<file path="src/hdl/exu_pkg.sv">
// shared widths, unit and opcode encodings for the execute slice
// op field meaning depends on the unit named in the issue
`default_nettype none

package exu_pkg;

    localparam int XLEN       = 32;
    localparam int REG_ADDR_W = 5;
    localparam int IMM_W      = 12;
    // issue edge to pending result: capture plus 32 add steps
    localparam int MUL_CYCLES = 33;
    localparam int DMEM_WORDS = 16;
    localparam int CSR_COUNT  = 4;
    localparam int NUM_UNITS  = 4;

    // derived select and counter widths
    localparam int DMEM_IDX_W = $clog2(DMEM_WORDS);
    localparam int CSR_SEL_W  = $clog2(CSR_COUNT);
    localparam int MUL_CNT_W  = $clog2(MUL_CYCLES);

    typedef logic [XLEN-1:0]       reg_data_t;
    typedef logic [REG_ADDR_W-1:0] reg_addr_t;
    typedef logic [3:0]            op_t;

    // value doubles as bit index into unit_vec_t
    typedef enum logic [1:0] {
        UNIT_ALU = 2'd0,
        UNIT_MUL = 2'd1,
        UNIT_CSR = 2'd2,
        UNIT_AGU = 2'd3
    } unit_e;

    typedef enum logic [3:0] {
        ALU_ADD = 4'd0,
        ALU_SUB = 4'd1,
        ALU_AND = 4'd2,
        ALU_OR  = 4'd3,
        ALU_XOR = 4'd4,
        ALU_SLL = 4'd5,
        ALU_SRL = 4'd6,
        ALU_SLT = 4'd7
    } alu_op_e;

    typedef enum logic [3:0] {
        CSR_RW = 4'd0,
        CSR_RS = 4'd1,
        CSR_RC = 4'd2
    } csr_op_e;

    typedef enum logic [3:0] {
        AGU_LOAD  = 4'd0,
        AGU_STORE = 4'd1
    } agu_op_e;

    typedef struct packed {
        logic             valid;
        unit_e            unit;
        op_t              op;
        reg_data_t        src_a;
        reg_data_t        src_b;
        logic [IMM_W-1:0] imm;
        reg_addr_t        rd;
    } issue_t;

    // we is a pending level, held until retired
    typedef struct packed {
        logic      we;
        reg_addr_t waddr;
        reg_data_t wdata;
    } wb_req_t;

    typedef logic [NUM_UNITS-1:0] unit_vec_t;

endpackage

`default_nettype wire
</file>
<file path="src/hdl/exu_top.sv">
// execute and writeback slice, four units sharing one write port
// caller must not issue to a unit whose busy bit is set
`timescale 1ns/1ps
`default_nettype none

module exu_top (
    input  wire                      clk,
    input  wire                      rst_i,
    input  wire exu_pkg::issue_t     issue_i,
    input  wire                      int_assert_i,
    output exu_pkg::wb_req_t         reg_wb_o,
    output logic                     wb_done_o,
    output wire exu_pkg::unit_vec_t  busy_o
);

    // per-unit pending results
    exu_pkg::wb_req_t    alu_req;
    exu_pkg::wb_req_t    mul_req;
    exu_pkg::wb_req_t    csr_req;
    exu_pkg::wb_req_t    agu_req;
    // one retire bit per unit from the arbiter
    exu_pkg::unit_vec_t  retire;

    // issue fans out, each unit decodes its own
    exu_alu u_alu (
        .clk      (clk),
        .rst_i    (rst_i),
        .issue_i  (issue_i),
        .retire_i (retire[exu_pkg::UNIT_ALU]),
        .req_o    (alu_req),
        .busy_o   (busy_o[exu_pkg::UNIT_ALU])
    );

    exu_mul u_mul (
        .clk      (clk),
        .rst_i    (rst_i),
        .issue_i  (issue_i),
        .retire_i (retire[exu_pkg::UNIT_MUL]),
        .req_o    (mul_req),
        .busy_o   (busy_o[exu_pkg::UNIT_MUL])
    );

    exu_csr u_csr (
        .clk      (clk),
        .rst_i    (rst_i),
        .issue_i  (issue_i),
        .retire_i (retire[exu_pkg::UNIT_CSR]),
        .req_o    (csr_req),
        .busy_o   (busy_o[exu_pkg::UNIT_CSR])
    );

    exu_agu u_agu (
        .clk      (clk),
        .rst_i    (rst_i),
        .issue_i  (issue_i),
        .retire_i (retire[exu_pkg::UNIT_AGU]),
        .req_o    (agu_req),
        .busy_o   (busy_o[exu_pkg::UNIT_AGU])
    );

    exu_writeback u_writeback (
        .alu_req_i    (alu_req),
        .mul_req_i    (mul_req),
        .csr_req_i    (csr_req),
        .agu_req_i    (agu_req),
        .int_assert_i (int_assert_i),
        .reg_wb_o     (reg_wb_o),
        .wb_done_o    (wb_done_o),
        .retire_o     (retire)
    );

endmodule

`default_nettype wire

</file>
<file path="src/hdl/exu_writeback.sv">
// fixed-priority owner of the register write port: AGU, MUL, ALU, CSR
// interrupt blocks the port and drops every pending result
// purely combinational, retire takes effect at the unit's next edge
`timescale 1ns/1ps
`default_nettype none

module exu_writeback (
    input  wire exu_pkg::wb_req_t alu_req_i,
    input  wire exu_pkg::wb_req_t mul_req_i,
    input  wire exu_pkg::wb_req_t csr_req_i,
    input  wire exu_pkg::wb_req_t agu_req_i,
    input  wire                   int_assert_i,
    output exu_pkg::wb_req_t      reg_wb_o,
    output logic                  wb_done_o,
    output exu_pkg::unit_vec_t    retire_o
);

    always_comb begin
        reg_wb_o  = '0;
        wb_done_o = 1'b0;
        retire_o  = '0;
        if (int_assert_i) begin
            // no write, flush all pending units
            retire_o[exu_pkg::UNIT_AGU] = agu_req_i.we;
            retire_o[exu_pkg::UNIT_MUL] = mul_req_i.we;
            retire_o[exu_pkg::UNIT_ALU] = alu_req_i.we;
            retire_o[exu_pkg::UNIT_CSR] = csr_req_i.we;
        end else if (agu_req_i.we) begin
            // load data first
            reg_wb_o                    = agu_req_i;
            wb_done_o                   = 1'b1;
            retire_o[exu_pkg::UNIT_AGU] = 1'b1;
        end else if (mul_req_i.we) begin
            reg_wb_o                    = mul_req_i;
            wb_done_o                   = 1'b1;
            retire_o[exu_pkg::UNIT_MUL] = 1'b1;
        end else if (alu_req_i.we) begin
            reg_wb_o                    = alu_req_i;
            wb_done_o                   = 1'b1;
            retire_o[exu_pkg::UNIT_ALU] = 1'b1;
        end else if (csr_req_i.we) begin
            // lowest priority
            reg_wb_o                    = csr_req_i;
            wb_done_o                   = 1'b1;
            retire_o[exu_pkg::UNIT_CSR] = 1'b1;
        end
    end

endmodule

`default_nettype wire

</file>
<file path="src/hdl/exu_agu.sv">
// address unit with a small word-addressed data memory
// loads pending two cycles after issue, stores raise no request
// address wraps on the memory depth, low two bits ignored
`timescale 1ns/1ps
`default_nettype none

module exu_agu (
    input  wire                clk,
    input  wire                rst_i,
    input  wire exu_pkg::issue_t issue_i,
    input  wire                retire_i,
    output exu_pkg::wb_req_t   req_o,
    output logic               busy_o
);

    exu_pkg::reg_data_t               dmem_q [exu_pkg::DMEM_WORDS];
    exu_pkg::reg_data_t               addr;
    logic                             accept;
    // stage 1, registered address
    logic                             s1_vld_q;
    logic                             s1_st_q;
    logic [exu_pkg::DMEM_IDX_W-1:0]   s1_idx_q;
    exu_pkg::reg_data_t               s1_data_q;
    // stage 2, load data pending
    logic                             pend_q;
    exu_pkg::reg_data_t               res_q;
    exu_pkg::reg_addr_t               rd_q;

    assign accept = issue_i.valid && (issue_i.unit == exu_pkg::UNIT_AGU) && !busy_o;

    // base plus sign-extended offset
    assign addr = issue_i.src_a +
                  {{(exu_pkg::XLEN-exu_pkg::IMM_W){issue_i.imm[exu_pkg::IMM_W-1]}}, issue_i.imm};

    always_ff @(posedge clk) begin
        if (rst_i) begin
            s1_vld_q <= 1'b0;
            pend_q   <= 1'b0;
        end else begin
            s1_vld_q <= accept;
            if (s1_vld_q && !s1_st_q) begin
                pend_q <= 1'b1;
            end else if (retire_i) begin
                pend_q <= 1'b0;
            end
        end
    end

    always_ff @(posedge clk) begin
        if (accept) begin
            s1_st_q   <= (exu_pkg::agu_op_e'(issue_i.op) == exu_pkg::AGU_STORE);
            s1_idx_q  <= addr[exu_pkg::DMEM_IDX_W+1:2];
            s1_data_q <= issue_i.src_b;
            rd_q      <= issue_i.rd;
        end
        // load read, one edge after the address
        if (s1_vld_q && !s1_st_q) begin
            res_q <= dmem_q[s1_idx_q];
        end
    end

    // data memory, store lands one edge after issue
    always_ff @(posedge clk) begin
        if (rst_i) begin
            for (int i = 0; i < exu_pkg::DMEM_WORDS; i++) begin
                dmem_q[i] <= '0;
            end
        end else if (s1_vld_q && s1_st_q) begin
            dmem_q[s1_idx_q] <= s1_data_q;
        end
    end

    assign req_o.we    = pend_q;
    assign req_o.waddr = rd_q;
    assign req_o.wdata = res_q;
    // store busy only while in stage 1
    assign busy_o      = s1_vld_q | pend_q;

endmodule

`default_nettype wire

</file>
<file path="src/hdl/exu_csr.sv">
// small scratch CSR file, selected by low imm bits
// array updated at issue, even if the old value is later discarded
`timescale 1ns/1ps
`default_nettype none

module exu_csr (
    input  wire                clk,
    input  wire                rst_i,
    input  wire exu_pkg::issue_t issue_i,
    input  wire                retire_i,
    output exu_pkg::wb_req_t   req_o,
    output logic               busy_o
);

    exu_pkg::reg_data_t              csr_q [exu_pkg::CSR_COUNT];
    logic [exu_pkg::CSR_SEL_W-1:0]   sel;
    exu_pkg::reg_data_t              old_val;
    exu_pkg::reg_data_t              new_val;
    exu_pkg::reg_data_t              res_q;
    exu_pkg::reg_addr_t              rd_q;
    logic                            pend_q;
    logic                            accept;

    assign accept  = issue_i.valid && (issue_i.unit == exu_pkg::UNIT_CSR) && !pend_q;
    assign sel     = issue_i.imm[exu_pkg::CSR_SEL_W-1:0];
    assign old_val = csr_q[sel];

    // update rule per op
    always_comb begin
        case (exu_pkg::csr_op_e'(issue_i.op))
            exu_pkg::CSR_RW: new_val = issue_i.src_a;
            exu_pkg::CSR_RS: new_val = old_val | issue_i.src_a;
            exu_pkg::CSR_RC: new_val = old_val & ~issue_i.src_a;
            default:         new_val = old_val;
        endcase
    end

    // CSR array, cleared on reset
    always_ff @(posedge clk) begin
        if (rst_i) begin
            for (int i = 0; i < exu_pkg::CSR_COUNT; i++) begin
                csr_q[i] <= '0;
            end
        end else if (accept) begin
            csr_q[sel] <= new_val;
        end
    end

    always_ff @(posedge clk) begin
        if (rst_i) begin
            pend_q <= 1'b0;
        end else if (accept) begin
            pend_q <= 1'b1;
        end else if (retire_i) begin
            pend_q <= 1'b0;
        end
    end

    // old value goes back to rd
    always_ff @(posedge clk) begin
        if (accept) begin
            res_q <= old_val;
            rd_q  <= issue_i.rd;
        end
    end

    assign req_o.we    = pend_q;
    assign req_o.waddr = rd_q;
    assign req_o.wdata = res_q;
    assign busy_o      = pend_q;

endmodule

`default_nettype wire

</file>
<file path="src/hdl/exu_mul.sv">
// shift-and-add multiplier, low word of the product only
// result pending MUL_CYCLES cycles after issue, one job at a time
`timescale 1ns/1ps
`default_nettype none

module exu_mul (
    input  wire                clk,
    input  wire                rst_i,
    input  wire exu_pkg::issue_t issue_i,
    input  wire                retire_i,
    output exu_pkg::wb_req_t   req_o,
    output logic               busy_o
);

    typedef enum logic [1:0] {
        MUL_IDLE,
        MUL_RUN,
        MUL_DONE
    } mul_state_e;

    mul_state_e                      state_q;
    logic [exu_pkg::MUL_CNT_W-1:0]   cnt_q;
    exu_pkg::reg_data_t              mcand_q;
    exu_pkg::reg_data_t              mplier_q;
    exu_pkg::reg_data_t              acc_q;
    exu_pkg::reg_data_t              acc_next;
    exu_pkg::reg_addr_t              rd_q;
    logic                            accept;

    assign accept = issue_i.valid && (issue_i.unit == exu_pkg::UNIT_MUL) &&
                    (state_q == MUL_IDLE);

    // add shifted multiplicand when current multiplier bit set
    assign acc_next = mplier_q[0] ? (acc_q + mcand_q) : acc_q;

    // control
    always_ff @(posedge clk) begin
        if (rst_i) begin
            state_q <= MUL_IDLE;
            cnt_q   <= '0;
        end else begin
            case (state_q)
                MUL_IDLE: begin
                    if (accept) begin
                        state_q <= MUL_RUN;
                        cnt_q   <= 1;
                    end
                end
                MUL_RUN: begin
                    cnt_q <= cnt_q + 1'b1;
                    // last of 32 steps lands on the pending edge
                    if (cnt_q == exu_pkg::MUL_CNT_W'(exu_pkg::MUL_CYCLES - 1)) begin
                        state_q <= MUL_DONE;
                    end
                end
                MUL_DONE: begin
                    if (retire_i) begin
                        state_q <= MUL_IDLE;
                    end
                end
                default: state_q <= MUL_IDLE;
            endcase
        end
    end

    // datapath, one partial product per run cycle
    always_ff @(posedge clk) begin
        if (accept) begin
            mcand_q  <= issue_i.src_a;
            mplier_q <= issue_i.src_b;
            acc_q    <= '0;
            rd_q     <= issue_i.rd;
        end else if (state_q == MUL_RUN) begin
            acc_q    <= acc_next;
            mcand_q  <= mcand_q << 1;
            mplier_q <= mplier_q >> 1;
        end
    end

    assign req_o.we    = (state_q == MUL_DONE);
    assign req_o.waddr = rd_q;
    assign req_o.wdata = acc_q;
    assign busy_o      = (state_q != MUL_IDLE);

endmodule

`default_nettype wire

</file>
<file path="src/hdl/exu_alu.sv">
// single-cycle integer ALU, result pending one cycle after issue
// issue while busy is ignored, caller must check busy_o
`timescale 1ns/1ps
`default_nettype none

module exu_alu (
    input  wire                clk,
    input  wire                rst_i,
    input  wire exu_pkg::issue_t issue_i,
    input  wire                retire_i,
    output exu_pkg::wb_req_t   req_o,
    output logic               busy_o
);

    logic                pend_q;
    exu_pkg::reg_addr_t  rd_q;
    exu_pkg::reg_data_t  res_q;
    exu_pkg::reg_data_t  alu_res;
    logic                accept;
    logic                lt_flag;

    // only this unit, only when free
    assign accept = issue_i.valid && (issue_i.unit == exu_pkg::UNIT_ALU) && !pend_q;

    // signed compare for slt
    assign lt_flag = $signed(issue_i.src_a) < $signed(issue_i.src_b);

    always_comb begin
        case (exu_pkg::alu_op_e'(issue_i.op))
            exu_pkg::ALU_ADD: alu_res = issue_i.src_a + issue_i.src_b;
            exu_pkg::ALU_SUB: alu_res = issue_i.src_a - issue_i.src_b;
            exu_pkg::ALU_AND: alu_res = issue_i.src_a & issue_i.src_b;
            exu_pkg::ALU_OR:  alu_res = issue_i.src_a | issue_i.src_b;
            exu_pkg::ALU_XOR: alu_res = issue_i.src_a ^ issue_i.src_b;
            // shift amount from low 5 bits only
            exu_pkg::ALU_SLL: alu_res = issue_i.src_a << issue_i.src_b[4:0];
            exu_pkg::ALU_SRL: alu_res = issue_i.src_a >> issue_i.src_b[4:0];
            exu_pkg::ALU_SLT: alu_res = {{(exu_pkg::XLEN-1){1'b0}}, lt_flag};
            default:          alu_res = '0;
        endcase
    end

    // pending flag
    always_ff @(posedge clk) begin
        if (rst_i) begin
            pend_q <= 1'b0;
        end else if (accept) begin
            pend_q <= 1'b1;
        end else if (retire_i) begin
            pend_q <= 1'b0;
        end
    end

    // result and target held until retired
    always_ff @(posedge clk) begin
        if (accept) begin
            res_q <= alu_res;
            rd_q  <= issue_i.rd;
        end
    end

    assign req_o.we    = pend_q;
    assign req_o.waddr = rd_q;
    assign req_o.wdata = res_q;
    assign busy_o      = pend_q;

endmodule

`default_nettype wire

</file>
<file path="config.mk">
export PLATFORM = sky130hd
export DESIGN_NAME = exu_top
export DESIGN_NICKNAME = d
export VERILOG_FILES = /design/src/hdl/exu_pkg.sv /design/src/hdl/exu_top.sv /design/src/hdl/exu_writeback.sv /design/src/hdl/exu_agu.sv /design/src/hdl/exu_csr.sv /design/src/hdl/exu_mul.sv /design/src/hdl/exu_alu.sv
export SDC_FILE = /design/constraint.sdc
export NUM_CORES = 2
export LEC_CHECK = 0
export BUFFER_PORTS_ARGS = -buffer_cell sky130_fd_sc_hd__buf_2
export CELL_PAD_IN_SITES_DETAIL_PLACEMENT = 0
export CELL_PAD_IN_SITES_GLOBAL_PLACEMENT = 1
export CORE_MARGIN = 5
export CORE_UTILIZATION = 52
export DETAILED_ROUTE_END_ITERATION = 8
export PLACE_DENSITY = 0.87
export SYNTH_ARGS = -nofsm -noshare
export SYNTH_HDL_FRONTEND = slang
export SYNTH_SLANG_ARGS = --single-unit
export TNS_END_PERCENT = 100
</file>
<file path="constraint.sdc">
create_clock -name clk -period 7.7 [get_ports clk]
set_input_delay 1.54 -clock clk [delete_from_list [all_inputs] [get_ports clk]]
set_output_delay 1.54 -clock clk [all_outputs]
set_load 0.05 [all_outputs]
</file>
==> results.txt <==
In this run the register-to-register setup slack is 3.78 ns. The fraction of layout instances using a drive strength above 1 was 15.8%; the initial cell density of the core was 52.3%. The floorplan has 111 rows. The number of top-level pins was 134. Power comes to 11.6 mW. With fillers left out, the area of the finished cells amounts to 52500 um^2. In this run the post-CTS setup repair buffer count came out at 0. The detailed-route wire length came out at 150000 um.

The number of global-route vias before repair came out at 32369. Counting the fill cells in the layout gives 7307. Power spread over the standard cell area amounts to 221 nW/um^2. Setup violations remaining at the end of the flow were counted as 0. For this run, the number of Yosys warnings is 0. Type of destination of the critical path: an output pin.

The final critical path time including I/O delays and setup was 5.13 ns. Data arrives at the worst endpoint at 3.59 ns. In this run the horizontal extent of the chip is 314 um.

When the netlist entered floorplanning its net count stood at 4151. IR analysis of the VDD net gives a maximum drop of 159 uV. Clock-pin slew was measured on the worst setup and hold paths at 0.06 ns. Entering global routing, the biggest net connects 133 pins. The placement-stage worst setup slack is 2.18 ns, and the largest fanout of any net on the critical path is 28. The critical path is of the reg -> out type. The flow ran to the end, and the final reports show no timing, DRC or antenna violations. For this design, the CTS-stage hold fixing added 0 buffers. The static leakage was 19.7 nW; the endpoint required time on the critical path was 6.16 ns.

The clock net in this run drives a total of 901 sinks. Counting instances, the worst hold path has a depth of 2. For the number of cells upsized or downsized after cts, the log shows 0. For this block, the initial DRC count from the detailed router was 4886.

The number of detailed-route iterations in the first pass is 8. For the max-slew violation count, the log shows 0. The most used flip-flop cell after synthesis is sky130_fd_sc_hd__edfxtp_1. The post-route fraction of the period consumed by the critical path was 66.6%. The die covers 98400 um^2. The detailed-route wire length per cell is 28.9 um, and the detailed-route vias per instance is 6.53. Clock root buffer: sky130_fd_sc_hd__clkbuf_16.

Once routing completed, OpenROAD measured the worst setup slack at 2.57 ns. Sequential cells were found to cover 55.5% of the synthesized design area. The routability-driven placement congestion ratio came out at 0.986. Across the run, the number of max-cap violations was 0. Setup repair after global routing left no endpoint under its margin. The region available for standard cell placement spans 91700 um^2. The number of synthesized flops with an enable pin was 857; the mean instance size in the synthesized netlist was 12.3 um^2. In this run the critical register-to-register path is captured at u_agu.dmem_q[5][27]. Yosys mapped the design onto 85 distinct sky130hd cell types.

Number of cell instances on the worst register-to-register path: 6. The path with the worst hold slack has its endpoint at u_mul.acc_q[20]. For the final routed database, the setup TNS stands at 0 ns. The tools report the number of hold violations in the final report as 0. The run gives 26.7% as the worst slew slack as a fraction of its limit.

The library cell used most frequently in the layout, excluding fill and tap cells, is sky130_fd_sc_hd__edfxtp_1. Buffers inserted during clock tree synthesis total 91. The clock reaches the later pin of the worst-skew pair after 0.65 ns. The path class of the tightest hold or removal check is reg -> reg. The detailed router put a total of 57900 um of wire on met1. The layout overhead on the synthesized area is 9.45%. The slew at the pin closest to its max-slew limit is 1.10 ns, and the share of synthesized flip-flops with an asynchronous set or reset is 0%. TritonCTS built the clock tree. Detailed placer's ending HPWL: 96600 um.

The top routing layer in use is met4. Count of input and output buffers: 127. The tools report the post-route core utilization as 57.3%.

The total track usage is 29.8%. The H-tree was split into 3 levels. The antenna violation net count after detailed routing came out at 0. In the synthesized netlist, the number of instances is 3915. Startpoint of the lowest-slack hold path: u_mul.acc_q[20]. Summed over all layers, the global routing overflow is 0. The overall via count from detail_route is 33775, and the post-route DRC violation count is 0. The post-synth design cell area was 48000 um^2. The number of buffers on the longest clock path was 3; the routed length on met3 was 19000 um.

The worst setup path is launched from a flip-flop. The setup clock skew after layout is 0.0292 ns. Area after detailed placement: 49600 um^2. The worst register-to-register path begins at u_agu.s1_idx_q[0].

Timing would allow up to 0.195 GHz. The total number of nets in the final design is 4148. In the layout the commonest cells are sky130_fd_sc_hd__edfxtp_1 (857), sky130_fd_sc_hd__and2_1 (520), sky130_fd_sc_hd__nor2_1 (375).

The first global-routing pass estimated 218000 um of wire. The number of antenna violations at the first check in global routing was 1. The routed length on met2 was 65500 um. The flip-flop and latch count after synthesis was 901. The height of the die was 314 um.
-- sequential cells by signal (all words and copies together) (netlist names), 6 cells and up --
register and flops:
u_agu.dmem_q 512, u_mul.mcand_q 32, u_alu.res_q 32, u_agu.s1_data_q 32, u_mul.mplier_q 32, u_csr.res_q 32
u_mul.cnt_q 6, u_csr.csr_q 128, u_mul.acc_q 32, u_agu.res_q 32
-- routing by layer --
layer | vias up | track usage, %
met4 | 0 | 11.8
met5 | - | 0
li1 | 14579 | -
met2 | 2215 | 44.4
met3 | 344 | 7.11
met1 | 16637 | 42.7
-- through the flow --
step / std cells / hold WS (ns)
after floorplan: 3915 / 0.450
after global placement: 5005 / 0.462
after detailed placement: 5005 / 0.476
after CTS: 5170 / 0.483
after global routing: 5170 / 0.501
final: 5172 / 0.480
-- critical path, cell delays in order, from the launching register on --
cell,delay [ns]
sky130_fd_sc_hd__dfxtp_1,0.42
sky130_fd_sc_hd__nor2b_2,0.53
sky130_fd_sc_hd__buf_4,0.47
sky130_fd_sc_hd__a221oi_1,0.13
sky130_fd_sc_hd__nor3_1,0.54
sky130_fd_sc_hd__a21oi_1,0.28
sky130_fd_sc_hd__nor2_1,0.23
sky130_fd_sc_hd__buf_2,0.30
-- kinds of logic after synthesis --
group | share of synthesized area (%)
AO/OA/AOI/OAI | 10.4
XOR/XNOR | 0.639
adder cells (fa/ha/maj) | 3.83
buffers and inverters | 3.37
flip-flops | 55.5
multiplexers | 11.8
AND/OR/NAND/NOR | 14.5
-- area by class of cell --
type	instances	area [um^2]	area share (%)
diodes	2	5.00	0.00953
clock buffers	120	2470	4.70
clock inverters	45	393	0.748
inverters	109	409	0.779
multi-input cells	2602	19900	37.9
flip-flops and latches	901	26600	50.7
well taps	1186	1480	2.83
repair buffers	207	1250	2.38
-- cells in the mapped netlist, types with 19 or more instances --
cell type                  number  area (um^2)
sky130_fd_sc_hd__clkbuf_1     241          905
sky130_fd_sc_hd__or2_2         22          138
sky130_fd_sc_hd__buf_2         21          105
sky130_fd_sc_hd__mux4_2       221         4980
sky130_fd_sc_hd__a31oi_1       20          125
sky130_fd_sc_hd__nor2b_1       19          119
sky130_fd_sc_hd__ha_1         142         1780
sky130_fd_sc_hd__a211oi_1      23          173
sky130_fd_sc_hd__nand2b_1      24          150
sky130_fd_sc_hd__a21oi_1      182          911
sky130_fd_sc_hd__a22oi_1       46          345
sky130_fd_sc_hd__edfxtp_1     857        25700
sky130_fd_sc_hd__o21ai_0      213         1070
sky130_fd_sc_hd__o21ai_1       34          170
sky130_fd_sc_hd__nand2_1      201          754
sky130_fd_sc_hd__nand3_1       56          280
sky130_fd_sc_hd__nor3_1        77          385
sky130_fd_sc_hd__xnor2_1       19          166
sky130_fd_sc_hd__mux2i_1       53          531
sky130_fd_sc_hd__inv_1        100          375
sky130_fd_sc_hd__a21o_1        21          158
sky130_fd_sc_hd__dfxtp_1       44          881
sky130_fd_sc_hd__and2_1       520         3250
sky130_fd_sc_hd__a221oi_1      64          561
sky130_fd_sc_hd__a221o_1       22          220
sky130_fd_sc_hd__nor2_1       388         1460
sky130_fd_sc_hd__buf_1         30          113
-- power by group --
part / internal, mW / total (mW) / switching [mW] / leakage [nW]
clock network: 2.37 / 4.27 / 1.90 / 1.38
logic: 0.580 / 1.62 / 1.04 / 9.35
registers: 5.59 / 5.70 / 0.112 / 8.99
total: 8.54 / 11.6 / 3.05 / 19.7
-- worst max-delay path by stage --
stage | start | to | slack, ns | depth (start not counted)
floorplan | issue_i[85] | u_csr.csr_q[0][0] | 1.44 | 6
global placement | issue_i[18] | u_alu.res_q[31] | 2.22 | 14
detailed placement | issue_i[18] | u_alu.res_q[31] | 2.18 | 14
CTS | u_csr.busy_o | reg_wb_o[4] | 2.63 | 7
global route | u_csr.busy_o | reg_wb_o[4] | 2.43 | 7
finish | u_csr.busy_o | reg_wb_o[4] | 2.57 | 7
Power figures use the tool's default switching activity.
